--- src/rtl/cache_pkg.sv ---
/*
 * Shared types for the two-way L1 data cache. Lines hold four 32-bit words.
 * Requests are word sized and word aligned; address bits 1:0 are ignored.
 */
package cache_pkg;

  // -------------------------------------------------------------------------
  // Widths
  // -------------------------------------------------------------------------

  typedef logic [31:0]  addr_t;
  typedef logic [31:0]  word_t;
  typedef logic [127:0] line_t;
  typedef logic [15:0]  wben_t;
  typedef logic [1:0]   word_sel_t;

  // -------------------------------------------------------------------------
  // Messages, shared by the cache and memory channels
  // -------------------------------------------------------------------------

  typedef enum logic {
    READ  = 1'b0,
    WRITE = 1'b1
  } req_type_e;

  typedef struct packed {
    req_type_e msg_type;
    addr_t     addr;
    word_t     data;
  } cache_req_t;

  // Data is zero for a write
  typedef struct packed {
    req_type_e msg_type;
    word_t     data;
  } cache_resp_t;

  // Address is line aligned
  typedef struct packed {
    req_type_e msg_type;
    addr_t     addr;
    line_t     data;
  } mem_req_t;

  typedef struct packed {
    req_type_e msg_type;
    line_t     data;
  } mem_resp_t;

  // -------------------------------------------------------------------------
  // Controller
  // -------------------------------------------------------------------------

  typedef enum logic [3:0] {
    IDLE,
    TAG_CHECK,
    READ_ACCESS,
    WRITE_ACCESS,
    RESP_WAIT,
    EVICT_PREPARE,
    EVICT_REQUEST,
    EVICT_WAIT,
    REFILL_REQUEST,
    REFILL_WAIT,
    REFILL_UPDATE
  } ctrl_state_e;

  typedef struct packed {
    logic      req_en;
    logic      memresp_en;
    logic      is_refill;
    logic      tag_wen;
    logic      data_wen;
    logic      read_reg_en;
    logic      victim_reg_en;
    req_type_e memreq_type;
  } dpath_ctrl_t;

  typedef struct packed {
    logic valid_wen;
    logic dirty_wen;
    logic dirty_in;
    logic lru_wen;
    logic way_record_en;
  } line_ctrl_t;

endpackage

--- src/rtl/cache_ctrl.sv ---
/*
 * Blocking controller. One request is in flight at a time; a dirty victim
 * is written back before the refill read is issued.
 */
`timescale 1ns/1ps

module cache_ctrl (
  input  logic                   clk,
  input  logic                   reset,
  input  logic                   cache_req_val,
  input  logic                   cache_resp_rdy,
  input  logic                   mem_req_rdy,
  input  logic                   mem_resp_val,
  input  logic                   hit,
  input  logic                   victim_dirty,
  input  cache_pkg::req_type_e   req_type,
  output logic                   cache_req_rdy,
  output logic                   cache_resp_val,
  output logic                   mem_req_val,
  output logic                   mem_resp_rdy,
  output cache_pkg::dpath_ctrl_t dpath_ctrl,
  output cache_pkg::line_ctrl_t  line_ctrl
);

  cache_pkg::ctrl_state_e state;
  cache_pkg::ctrl_state_e state_next;
  cache_pkg::ctrl_state_e access_state;

  // -------------------------------------------------------------------------
  // State register
  // -------------------------------------------------------------------------

  always_ff @(posedge clk) begin
    if (reset) begin
      state <= cache_pkg::IDLE;
    end else begin
      state <= state_next;
    end
  end

  // Both a hit and a finished refill continue into the data access
  assign access_state = (req_type == cache_pkg::WRITE) ? cache_pkg::WRITE_ACCESS
                                                       : cache_pkg::READ_ACCESS;

  // -------------------------------------------------------------------------
  // Next state
  // -------------------------------------------------------------------------

  always_comb begin
    state_next = state;
    case (state)
      cache_pkg::IDLE: begin
        if (cache_req_val) begin
          state_next = cache_pkg::TAG_CHECK;
        end
      end
      cache_pkg::TAG_CHECK: begin
        if (hit) begin
          state_next = access_state;
        end else if (victim_dirty) begin
          state_next = cache_pkg::EVICT_PREPARE;
        end else begin
          state_next = cache_pkg::REFILL_REQUEST;
        end
      end
      cache_pkg::READ_ACCESS,
      cache_pkg::WRITE_ACCESS: state_next = cache_pkg::RESP_WAIT;
      cache_pkg::RESP_WAIT: begin
        if (cache_resp_rdy) begin
          state_next = cache_pkg::IDLE;
        end
      end
      cache_pkg::EVICT_PREPARE: state_next = cache_pkg::EVICT_REQUEST;
      cache_pkg::EVICT_REQUEST: begin
        if (mem_req_rdy) begin
          state_next = cache_pkg::EVICT_WAIT;
        end
      end
      cache_pkg::EVICT_WAIT: begin
        // Write acknowledgment, then fetch the new line
        if (mem_resp_val) begin
          state_next = cache_pkg::REFILL_REQUEST;
        end
      end
      cache_pkg::REFILL_REQUEST: begin
        if (mem_req_rdy) begin
          state_next = cache_pkg::REFILL_WAIT;
        end
      end
      cache_pkg::REFILL_WAIT: begin
        if (mem_resp_val) begin
          state_next = cache_pkg::REFILL_UPDATE;
        end
      end
      cache_pkg::REFILL_UPDATE: state_next = access_state;
      default: state_next = cache_pkg::IDLE;
    endcase
  end

  // -------------------------------------------------------------------------
  // Outputs per state
  // -------------------------------------------------------------------------

  always_comb begin
    cache_req_rdy          = 1'b0;
    cache_resp_val         = 1'b0;
    mem_req_val            = 1'b0;
    mem_resp_rdy           = 1'b0;
    dpath_ctrl             = '0;
    dpath_ctrl.memreq_type = cache_pkg::READ;
    line_ctrl              = '0;
    case (state)
      cache_pkg::IDLE: begin
        cache_req_rdy     = 1'b1;
        dpath_ctrl.req_en = 1'b1;
      end
      cache_pkg::TAG_CHECK: line_ctrl.way_record_en = 1'b1;
      cache_pkg::READ_ACCESS: begin
        dpath_ctrl.read_reg_en = 1'b1;
        line_ctrl.lru_wen      = 1'b1;
      end
      cache_pkg::WRITE_ACCESS: begin
        dpath_ctrl.data_wen = 1'b1;
        line_ctrl.dirty_wen = 1'b1;
        line_ctrl.dirty_in  = 1'b1;
        line_ctrl.lru_wen   = 1'b1;
      end
      cache_pkg::RESP_WAIT: cache_resp_val = 1'b1;
      cache_pkg::EVICT_PREPARE: dpath_ctrl.victim_reg_en = 1'b1;
      cache_pkg::EVICT_REQUEST: begin
        mem_req_val            = 1'b1;
        dpath_ctrl.memreq_type = cache_pkg::WRITE;
      end
      cache_pkg::EVICT_WAIT: mem_resp_rdy = 1'b1;
      cache_pkg::REFILL_REQUEST: mem_req_val = 1'b1;
      cache_pkg::REFILL_WAIT: begin
        mem_resp_rdy          = 1'b1;
        dpath_ctrl.memresp_en = 1'b1;
      end
      cache_pkg::REFILL_UPDATE: begin
        // New line is valid and clean
        dpath_ctrl.is_refill = 1'b1;
        dpath_ctrl.tag_wen   = 1'b1;
        dpath_ctrl.data_wen  = 1'b1;
        line_ctrl.valid_wen  = 1'b1;
        line_ctrl.dirty_wen  = 1'b1;
      end
      default: cache_req_rdy = 1'b0;
    endcase
  end

endmodule

--- src/rtl/cache_line_state.sv ---
/*
 * Per-set valid, dirty and LRU bits for two ways. num_sets must be a power
 * of two, at least 2. The way chosen in tag check is held until the next one.
 */
`timescale 1ns/1ps

module cache_line_state #(
  parameter int num_sets = 8
) (
  input  logic                        clk,
  input  logic                        reset,
  input  logic [$clog2(num_sets)-1:0] idx,
  input  logic                        tag_match_0,
  input  logic                        tag_match_1,
  input  cache_pkg::line_ctrl_t       line_ctrl,
  output logic                        hit,
  output logic                        victim_dirty,
  output logic                        way
);

  // Outer index is the way
  logic [1:0][num_sets-1:0] valid_bits;
  logic [1:0][num_sets-1:0] dirty_bits;
  // Set bit names the way to replace next
  logic [num_sets-1:0]      lru_bits;

  logic hit_0;
  logic hit_1;
  logic lru_way;
  logic way_next;

  // -------------------------------------------------------------------------
  // Hit detection and victim choice
  // -------------------------------------------------------------------------

  assign hit_0   = valid_bits[0][idx] && tag_match_0;
  assign hit_1   = valid_bits[1][idx] && tag_match_1;
  assign hit     = hit_0 || hit_1;
  assign lru_way = lru_bits[idx];

  assign victim_dirty = dirty_bits[lru_way][idx];

  // On a hit, hit_1 alone tells the way; a miss takes the LRU way
  assign way_next = hit ? hit_1 : lru_way;

  // -------------------------------------------------------------------------
  // State updates
  // -------------------------------------------------------------------------

  always_ff @(posedge clk) begin
    if (reset) begin
      valid_bits <= '0;
      dirty_bits <= '0;
      lru_bits   <= '0;
      way        <= 1'b0;
    end else begin
      if (line_ctrl.way_record_en) begin
        way <= way_next;
      end
      if (line_ctrl.valid_wen) begin
        valid_bits[way][idx] <= 1'b1;
      end
      if (line_ctrl.dirty_wen) begin
        dirty_bits[way][idx] <= line_ctrl.dirty_in;
      end
      if (line_ctrl.lru_wen) begin
        lru_bits[idx] <= !way;
      end
    end
  end

endmodule

--- src/rtl/cache_dpath.sv ---
/*
 * Cache datapath with flop-based tag and data arrays read combinationally.
 * Sets are indexed by the address bits just above the 16-byte line offset.
 */
`timescale 1ns/1ps

module cache_dpath #(
  parameter int num_sets = 8
) (
  input  logic                        clk,
  input  cache_pkg::cache_req_t       cache_req,
  input  cache_pkg::mem_resp_t        mem_resp,
  input  cache_pkg::dpath_ctrl_t      dpath_ctrl,
  input  logic                        way,
  output logic [$clog2(num_sets)-1:0] idx,
  output cache_pkg::req_type_e        req_type,
  output logic                        tag_match_0,
  output logic                        tag_match_1,
  output cache_pkg::cache_resp_t      cache_resp,
  output cache_pkg::mem_req_t         mem_req
);

  localparam int idx_w = $clog2(num_sets);
  localparam int tag_w = 32 - idx_w - 4;

  typedef logic [tag_w-1:0] tag_t;

  cache_pkg::cache_req_t req_reg;
  cache_pkg::line_t      memresp_line;
  cache_pkg::word_t      read_reg;
  cache_pkg::line_t      victim_line;
  tag_t                  victim_tag;

  tag_t                  req_tag;
  cache_pkg::word_sel_t  word_sel;
  cache_pkg::line_t      rd_line;
  cache_pkg::wben_t      wben;
  cache_pkg::line_t      wdata;

  // Arrays, outer index is the way
  tag_t             tag_array [2][num_sets];
  cache_pkg::line_t data_array [2][num_sets];

  // -------------------------------------------------------------------------
  // Request and memory response registers
  // -------------------------------------------------------------------------

  always_ff @(posedge clk) begin
    if (dpath_ctrl.req_en) begin
      req_reg <= cache_req;
    end
    if (dpath_ctrl.memresp_en) begin
      memresp_line <= mem_resp.data;
    end
  end

  assign idx      = req_reg.addr[4 +: idx_w];
  assign req_tag  = req_reg.addr[31 -: tag_w];
  assign word_sel = req_reg.addr[3:2];
  assign req_type = req_reg.msg_type;

  // -------------------------------------------------------------------------
  // Tag arrays
  // -------------------------------------------------------------------------

  always_ff @(posedge clk) begin
    if (dpath_ctrl.tag_wen) begin
      tag_array[way][idx] <= req_tag;
    end
  end

  assign tag_match_0 = (tag_array[0][idx] == req_tag);
  assign tag_match_1 = (tag_array[1][idx] == req_tag);

  // -------------------------------------------------------------------------
  // Data arrays
  // -------------------------------------------------------------------------

  // Refill writes the whole line, a store only its own word
  always_comb begin
    if (dpath_ctrl.is_refill) begin
      wben  = '1;
      wdata = memresp_line;
    end else begin
      wben  = 16'h000f << {word_sel, 2'b00};
      wdata = {4{req_reg.data}};
    end
  end

  always_ff @(posedge clk) begin
    if (dpath_ctrl.data_wen) begin
      for (int b = 0; b < 16; b++) begin
        if (wben[b]) begin
          data_array[way][idx][8*b +: 8] <= wdata[8*b +: 8];
        end
      end
    end
  end

  assign rd_line = data_array[way][idx];

  // Read word and victim capture
  always_ff @(posedge clk) begin
    if (dpath_ctrl.read_reg_en) begin
      read_reg <= rd_line[{word_sel, 5'b00000} +: 32];
    end
    if (dpath_ctrl.victim_reg_en) begin
      victim_line <= rd_line;
      victim_tag  <= tag_array[way][idx];
    end
  end

  // -------------------------------------------------------------------------
  // Outgoing messages
  // -------------------------------------------------------------------------

  always_comb begin
    cache_resp.msg_type = req_reg.msg_type;
    if (req_reg.msg_type == cache_pkg::READ) begin
      cache_resp.data = read_reg;
    end else begin
      cache_resp.data = '0;
    end
  end

  // Eviction writes the victim line back; refill reads the request's line
  always_comb begin
    mem_req.msg_type = dpath_ctrl.memreq_type;
    if (dpath_ctrl.memreq_type == cache_pkg::WRITE) begin
      mem_req.addr = {victim_tag, idx, 4'b0000};
      mem_req.data = victim_line;
    end else begin
      mem_req.addr = {req_tag, idx, 4'b0000};
      mem_req.data = '0;
    end
  end

endmodule

--- src/rtl/cache_top.sv ---
/*
 * Two-way write-back L1 data cache with valid/ready channels on both sides.
 * num_sets must be a power of two, at least 2.
 */
`timescale 1ns/1ps

module cache_top #(
  parameter int num_sets = 8
) (
  input  logic                   clk,
  input  logic                   reset,
  input  logic                   cache_req_val,
  input  cache_pkg::cache_req_t  cache_req,
  input  logic                   cache_resp_rdy,
  input  logic                   mem_req_rdy,
  input  logic                   mem_resp_val,
  input  cache_pkg::mem_resp_t   mem_resp,
  output logic                   cache_req_rdy,
  output logic                   cache_resp_val,
  output cache_pkg::cache_resp_t cache_resp,
  output logic                   mem_req_val,
  output cache_pkg::mem_req_t    mem_req,
  output logic                   mem_resp_rdy
);

  localparam int idx_w = $clog2(num_sets);

  cache_pkg::dpath_ctrl_t dpath_ctrl;
  cache_pkg::line_ctrl_t  line_ctrl;
  cache_pkg::req_type_e   req_type;
  logic [idx_w-1:0]       idx;
  logic                   tag_match_0;
  logic                   tag_match_1;
  logic                   hit;
  logic                   victim_dirty;
  logic                   way;

  cache_ctrl u_ctrl (
    .clk            (clk),
    .reset          (reset),
    .cache_req_val  (cache_req_val),
    .cache_resp_rdy (cache_resp_rdy),
    .mem_req_rdy    (mem_req_rdy),
    .mem_resp_val   (mem_resp_val),
    .hit            (hit),
    .victim_dirty   (victim_dirty),
    .req_type       (req_type),
    .cache_req_rdy  (cache_req_rdy),
    .cache_resp_val (cache_resp_val),
    .mem_req_val    (mem_req_val),
    .mem_resp_rdy   (mem_resp_rdy),
    .dpath_ctrl     (dpath_ctrl),
    .line_ctrl      (line_ctrl)
  );

  cache_line_state #(.num_sets(num_sets)) u_line_state (
    .clk          (clk),
    .reset        (reset),
    .idx          (idx),
    .tag_match_0  (tag_match_0),
    .tag_match_1  (tag_match_1),
    .line_ctrl    (line_ctrl),
    .hit          (hit),
    .victim_dirty (victim_dirty),
    .way          (way)
  );

  cache_dpath #(.num_sets(num_sets)) u_dpath (
    .clk         (clk),
    .cache_req   (cache_req),
    .mem_resp    (mem_resp),
    .dpath_ctrl  (dpath_ctrl),
    .way         (way),
    .idx         (idx),
    .req_type    (req_type),
    .tag_match_0 (tag_match_0),
    .tag_match_1 (tag_match_1),
    .cache_resp  (cache_resp),
    .mem_req     (mem_req)
  );

endmodule

--- config.mk ---
export PLATFORM = sky130hd
export DESIGN_NAME = cache_top
export DESIGN_NICKNAME = d
export VERILOG_FILES = /design/src/rtl/cache_pkg.sv /design/src/rtl/cache_ctrl.sv /design/src/rtl/cache_line_state.sv /design/src/rtl/cache_dpath.sv /design/src/rtl/cache_top.sv
export SDC_FILE = /design/constraint.sdc
export NUM_CORES = 2
export LEC_CHECK = 0
export BUFFER_PORTS_ARGS = -buffer_cell sky130_fd_sc_hd__buf_2
export CAP_MARGIN = 20
export CORE_UTILIZATION = 42
export DETAILED_ROUTE_END_ITERATION = 8
export GPL_ROUTABILITY_DRIVEN = 0
export GPL_TIMING_DRIVEN = 0
export PLACE_DENSITY = 0.56
export SYNTH_ARGS = -nofsm -noshare
export SYNTH_HDL_FRONTEND = slang
export SYNTH_SLANG_ARGS = --single-unit
--- constraint.sdc ---
create_clock -name clk -period 33.1 [get_ports clk]
set_input_delay 1.655 -clock clk [delete_from_list [all_inputs] [get_ports clk]]
set_output_delay 1.655 -clock clk [all_outputs]
set_load 0.03 [all_outputs]
==> metrics.md <==
| Metric | Value |
|---|---|
| Max reg flops | `2048` |
| Internal power | `8.034 mW` |
| Peak VDD IR | `~52 µV` |
| Combinational share of power | `0.378` |
| Worst-Skew Late Latency | `0.98 ns` |
| Detailed-placement wirelength estimate | `340900 µm` |
| Req. time, crit path | `~34 ns` |
| Via count of the routed design | `around 70000` |
| First-pass GRT wire length | `604800 µm` |
| Slowest cell on the critical path | `nor3_2` |
| Hold/Removal Path Class | `flip-flop to flip-flop` |
| Final core occ | `0.5098` |
| Status | `complete, no violations` |
| Worst-margin pin slew | `1.367 ns` |
| Max Cap Violations | `0` |
| Top sig layer | `met5` |
| Critical Path End Type | `flip-flop` |
| Clk pwr share | `0.257` |
| Biggest register | `u_dpath.data_array` |
| Critical path class | `flip-flop to flip-flop` |
| Clock Path Buffers | `4` |
| CTS tree | `done` |
| Top Ports | `approximately 400` |
| Top-count cell post-synth | `edfxtp_1` |
| DRC | `0` |
| Final Hold Fails | `0` |
| Htree depth | `5` |
| Post-Route Setup TNS | `0 ns` |
| Initial Utilization | `0.4220` |
| Sink Count | `about 2900` |
| P_sw | `5.206 mW` |
| Fill cells | `21850` |
| Post-CTS Resized | `0` |
| Synthesis Warnings | `0` |
| FP Rows | `190` |
| Core area | `267700 µm²` |
| Share of cells above drive strength 1 | `0.2661` |
| DR WL met3 | `54110 µm` |
| Cell Pwr Density | `97.02 nW/µm²` |
| DR pass1 iterations | `6` |
| Vias in the first global route | `approximately 66000` |
| Post-DP Area | `126400 µm²` |
| Initial antenna violation count | `53` |
| M1 WL | `161200 µm` |
| Die ar. | `271100 µm²` |
| CTS buffer count | `309` |
| Synthesized instance count | `6069` |
| Largest regs | `u_dpath.data_array: 2048 flops, u_dpath.tag_array: 400 flops` |
| Post-CTS Hold Fix Bufs | `0` |
| Slew Limit Fails | `0` |
| Die Y | `520.6 µm` |
| Critical path arrival | `7.64 ns` |
| Root buffer cell | `clkbuf_16` |
| Final #Nets | `7422` |
| Delay-heaviest family, CP | `buffers and inverters` |
| Synth area leaders | `edfxtp_1 75%, mux4_2 8.1%, mux2i_1 6.2%, nand2_1 1.5%, o22ai_1 1.5%` |
| Crit path time final | `a little over 7 ns` |
| Area Overhead vs Synth | `20.80%` |
| Sequential share of power | `0.365` |
| RSZ-0062 raised after global routing | `false` |
| Predominant post-synthesis flop cell | `edfxtp_1` |
| Synthesized area | `113000 µm²` |
| Worst reg-to-reg setup slack | `26.04 ns` |
| Sequential area share after synthesis | `0.7588` |
| Max frequency | `141.7 MHz` |
| GRT Residual Overflow | `0` |
| Flip-flop and latch count after synthesis | `2870` |
| Startpoint Class | `flip-flop` |
| Post-synthesis cell type count | `71` |
| Top cell types by occurrence after synthesis | `2824 x edfxtp_1, 700 x mux2i_1, 462 x nand2_1` |
| Fin area | `136500 µm²` |
| Setup ws final | `26.04 ns` |
| Worst-path clk slew | `0.06 ns` |
| Post-CTS setup buffer count | `0` |
| Worst slew margin | `0.07878` |
| Die width | `520.6 µm` |
| WL per Instance | `42.12 µm` |
| Worst Hold Slack | `approximately 0.47 ns` |
| Port bufs | `389` |
| Post-Place Worst Slack | `25.90 ns` |
| Largest net degree at the start of global routing | `23` |
| Post-synth EDFFs | `2824` |
| Worst path cell trace | `clkbuf_1 > buf_2 > nor2b_1 > clkbuf_2 > nand2_1 > buf_2 > buf_1 > buf_8 > clkbuf_1 > buf_16 > nor3_2 > buf_8 > buf_6` |
| Crit-path max cell delay | `around 0.92 ns` |
| Net Sw Frac | `0.3932` |
| Buf/Inv on CP | `10` |
| Max FO, Critical Path | `10` |
| First DRT Iteration DRCs | `11640` |
| ANT nets after route | `0` |
| Final wirelength | `466200 µm` |
| Final Cycle Share | `0.2133` |
| Leak | `approximately 45 nW` |
| Avg Vias per Cell | `6.325` |
| Worst Skew | `0.09923 ns` |
| Metal2 WL | `210200 µm` |
| Mean Syn Cell Area | `between 15 and 20 µm²` |
| Post-synth ARST share | `0` |
| Area leader, netlist | `edfxtp_1` |
| Final setup fails | `0` |
| Total GRT Usage | `0.3389` |
| Synth top area share | `0.7506` |
[stage by stage]
step	power [mW]	std cells
after floorplan	7.041	6072
after global placement	9.392	10010
after detailed placement	9.703	10450
after CTS	13.04	11020
after global routing	13.35	11030
final	13.24	11070
[placed cells by master, fill, tap and decap left out, drive strengths merged, types with 21 or more instances in the layout]
cell       n
clkbuf   572
xnor2     35
o22ai    276
or3       39
and2     133
nor2     148
a21oi    113
mux4     404
a211oi    29
o21ai    113
buf     1006
mux2i    701
edfxtp  2824
inv       26
nor2b     50
dfxtp     46
mux2      64
clkinv   139
nor3      64
diode     46
nand2    462
nand2b    21
[tightest hold or removal path, stage by stage, from the launching register on]
cell and delay, ns:
dfxtp_1 0.32, nor2_1 0.05, nor2_1 0.07
[metal layers]
metal | global-route usage | up-vias
li1 | - | 26760
met1 | 0.4167 | 36460
met2 | 0.5181 | 5461
met4 | 0.2541 | 24
met3 | 0.08563 | 1320
met5 | 0.003686 | -
[power by group through the flow]
stage / Sequential, mW / Combinational, mW / Clock [mW]
CTS: 4.83 / 4.81 / 3.41
detailed placement: 4.90 / 4.80 / 0
global placement: 4.97 / 4.42 / 0
finish: 4.83 / 5.01 / 3.40
floorplan: 4.85 / 2.19 / 0
global route: 4.84 / 4.97 / 3.54
[cells by family after synthesis]
logic type / share of synthesized area
compound gates: 0.03409
xor+xnor: 0.002946
buf+inv: 0.01400
flops: 0.7588
mux: 0.1491
other cells: 0.00003319
simple gates: 0.04100
[layout make-up]
class / instances / area (µm²) / area share
clock inverter: 183 / 1647 / 0.01207
tap: 3552 / 4444 / 0.03257
buffer: 361 / 1605 / 0.01176
inverter: 13 / 48.80 / 0.0003576
clock buffer: 378 / 8138 / 0.05963
multi-input combinational: 2828 / 26250 / 0.1923
antenna: 46 / 115.1 / 0.0008435
sequential: 2870 / 85720 / 0.6282
timing repair buffer: 839 / 8501 / 0.06229
[path summary, 6_finish.rpt]
| check | end | cells after the start | from |
|---|---|---|---|
| max | u_dpath.data_array[0][373]$_DFFE_PP_ | 13 | u_dpath.idx[2]$_DFFE_PP_ |
| min | u_line_state.valid_bits[6]$_SDFFE_PP0P_ | 2 | u_line_state.valid_bits[6]$_SDFFE_PP0P_ |
| max reg2reg | u_dpath.data_array[0][373]$_DFFE_PP_ | 13 | u_dpath.idx[2]$_DFFE_PP_ |
| min reg2reg | u_line_state.valid_bits[6]$_SDFFE_PP0P_ | 2 | u_line_state.valid_bits[6]$_SDFFE_PP0P_ |
Power figures use the tool's default switching activity.
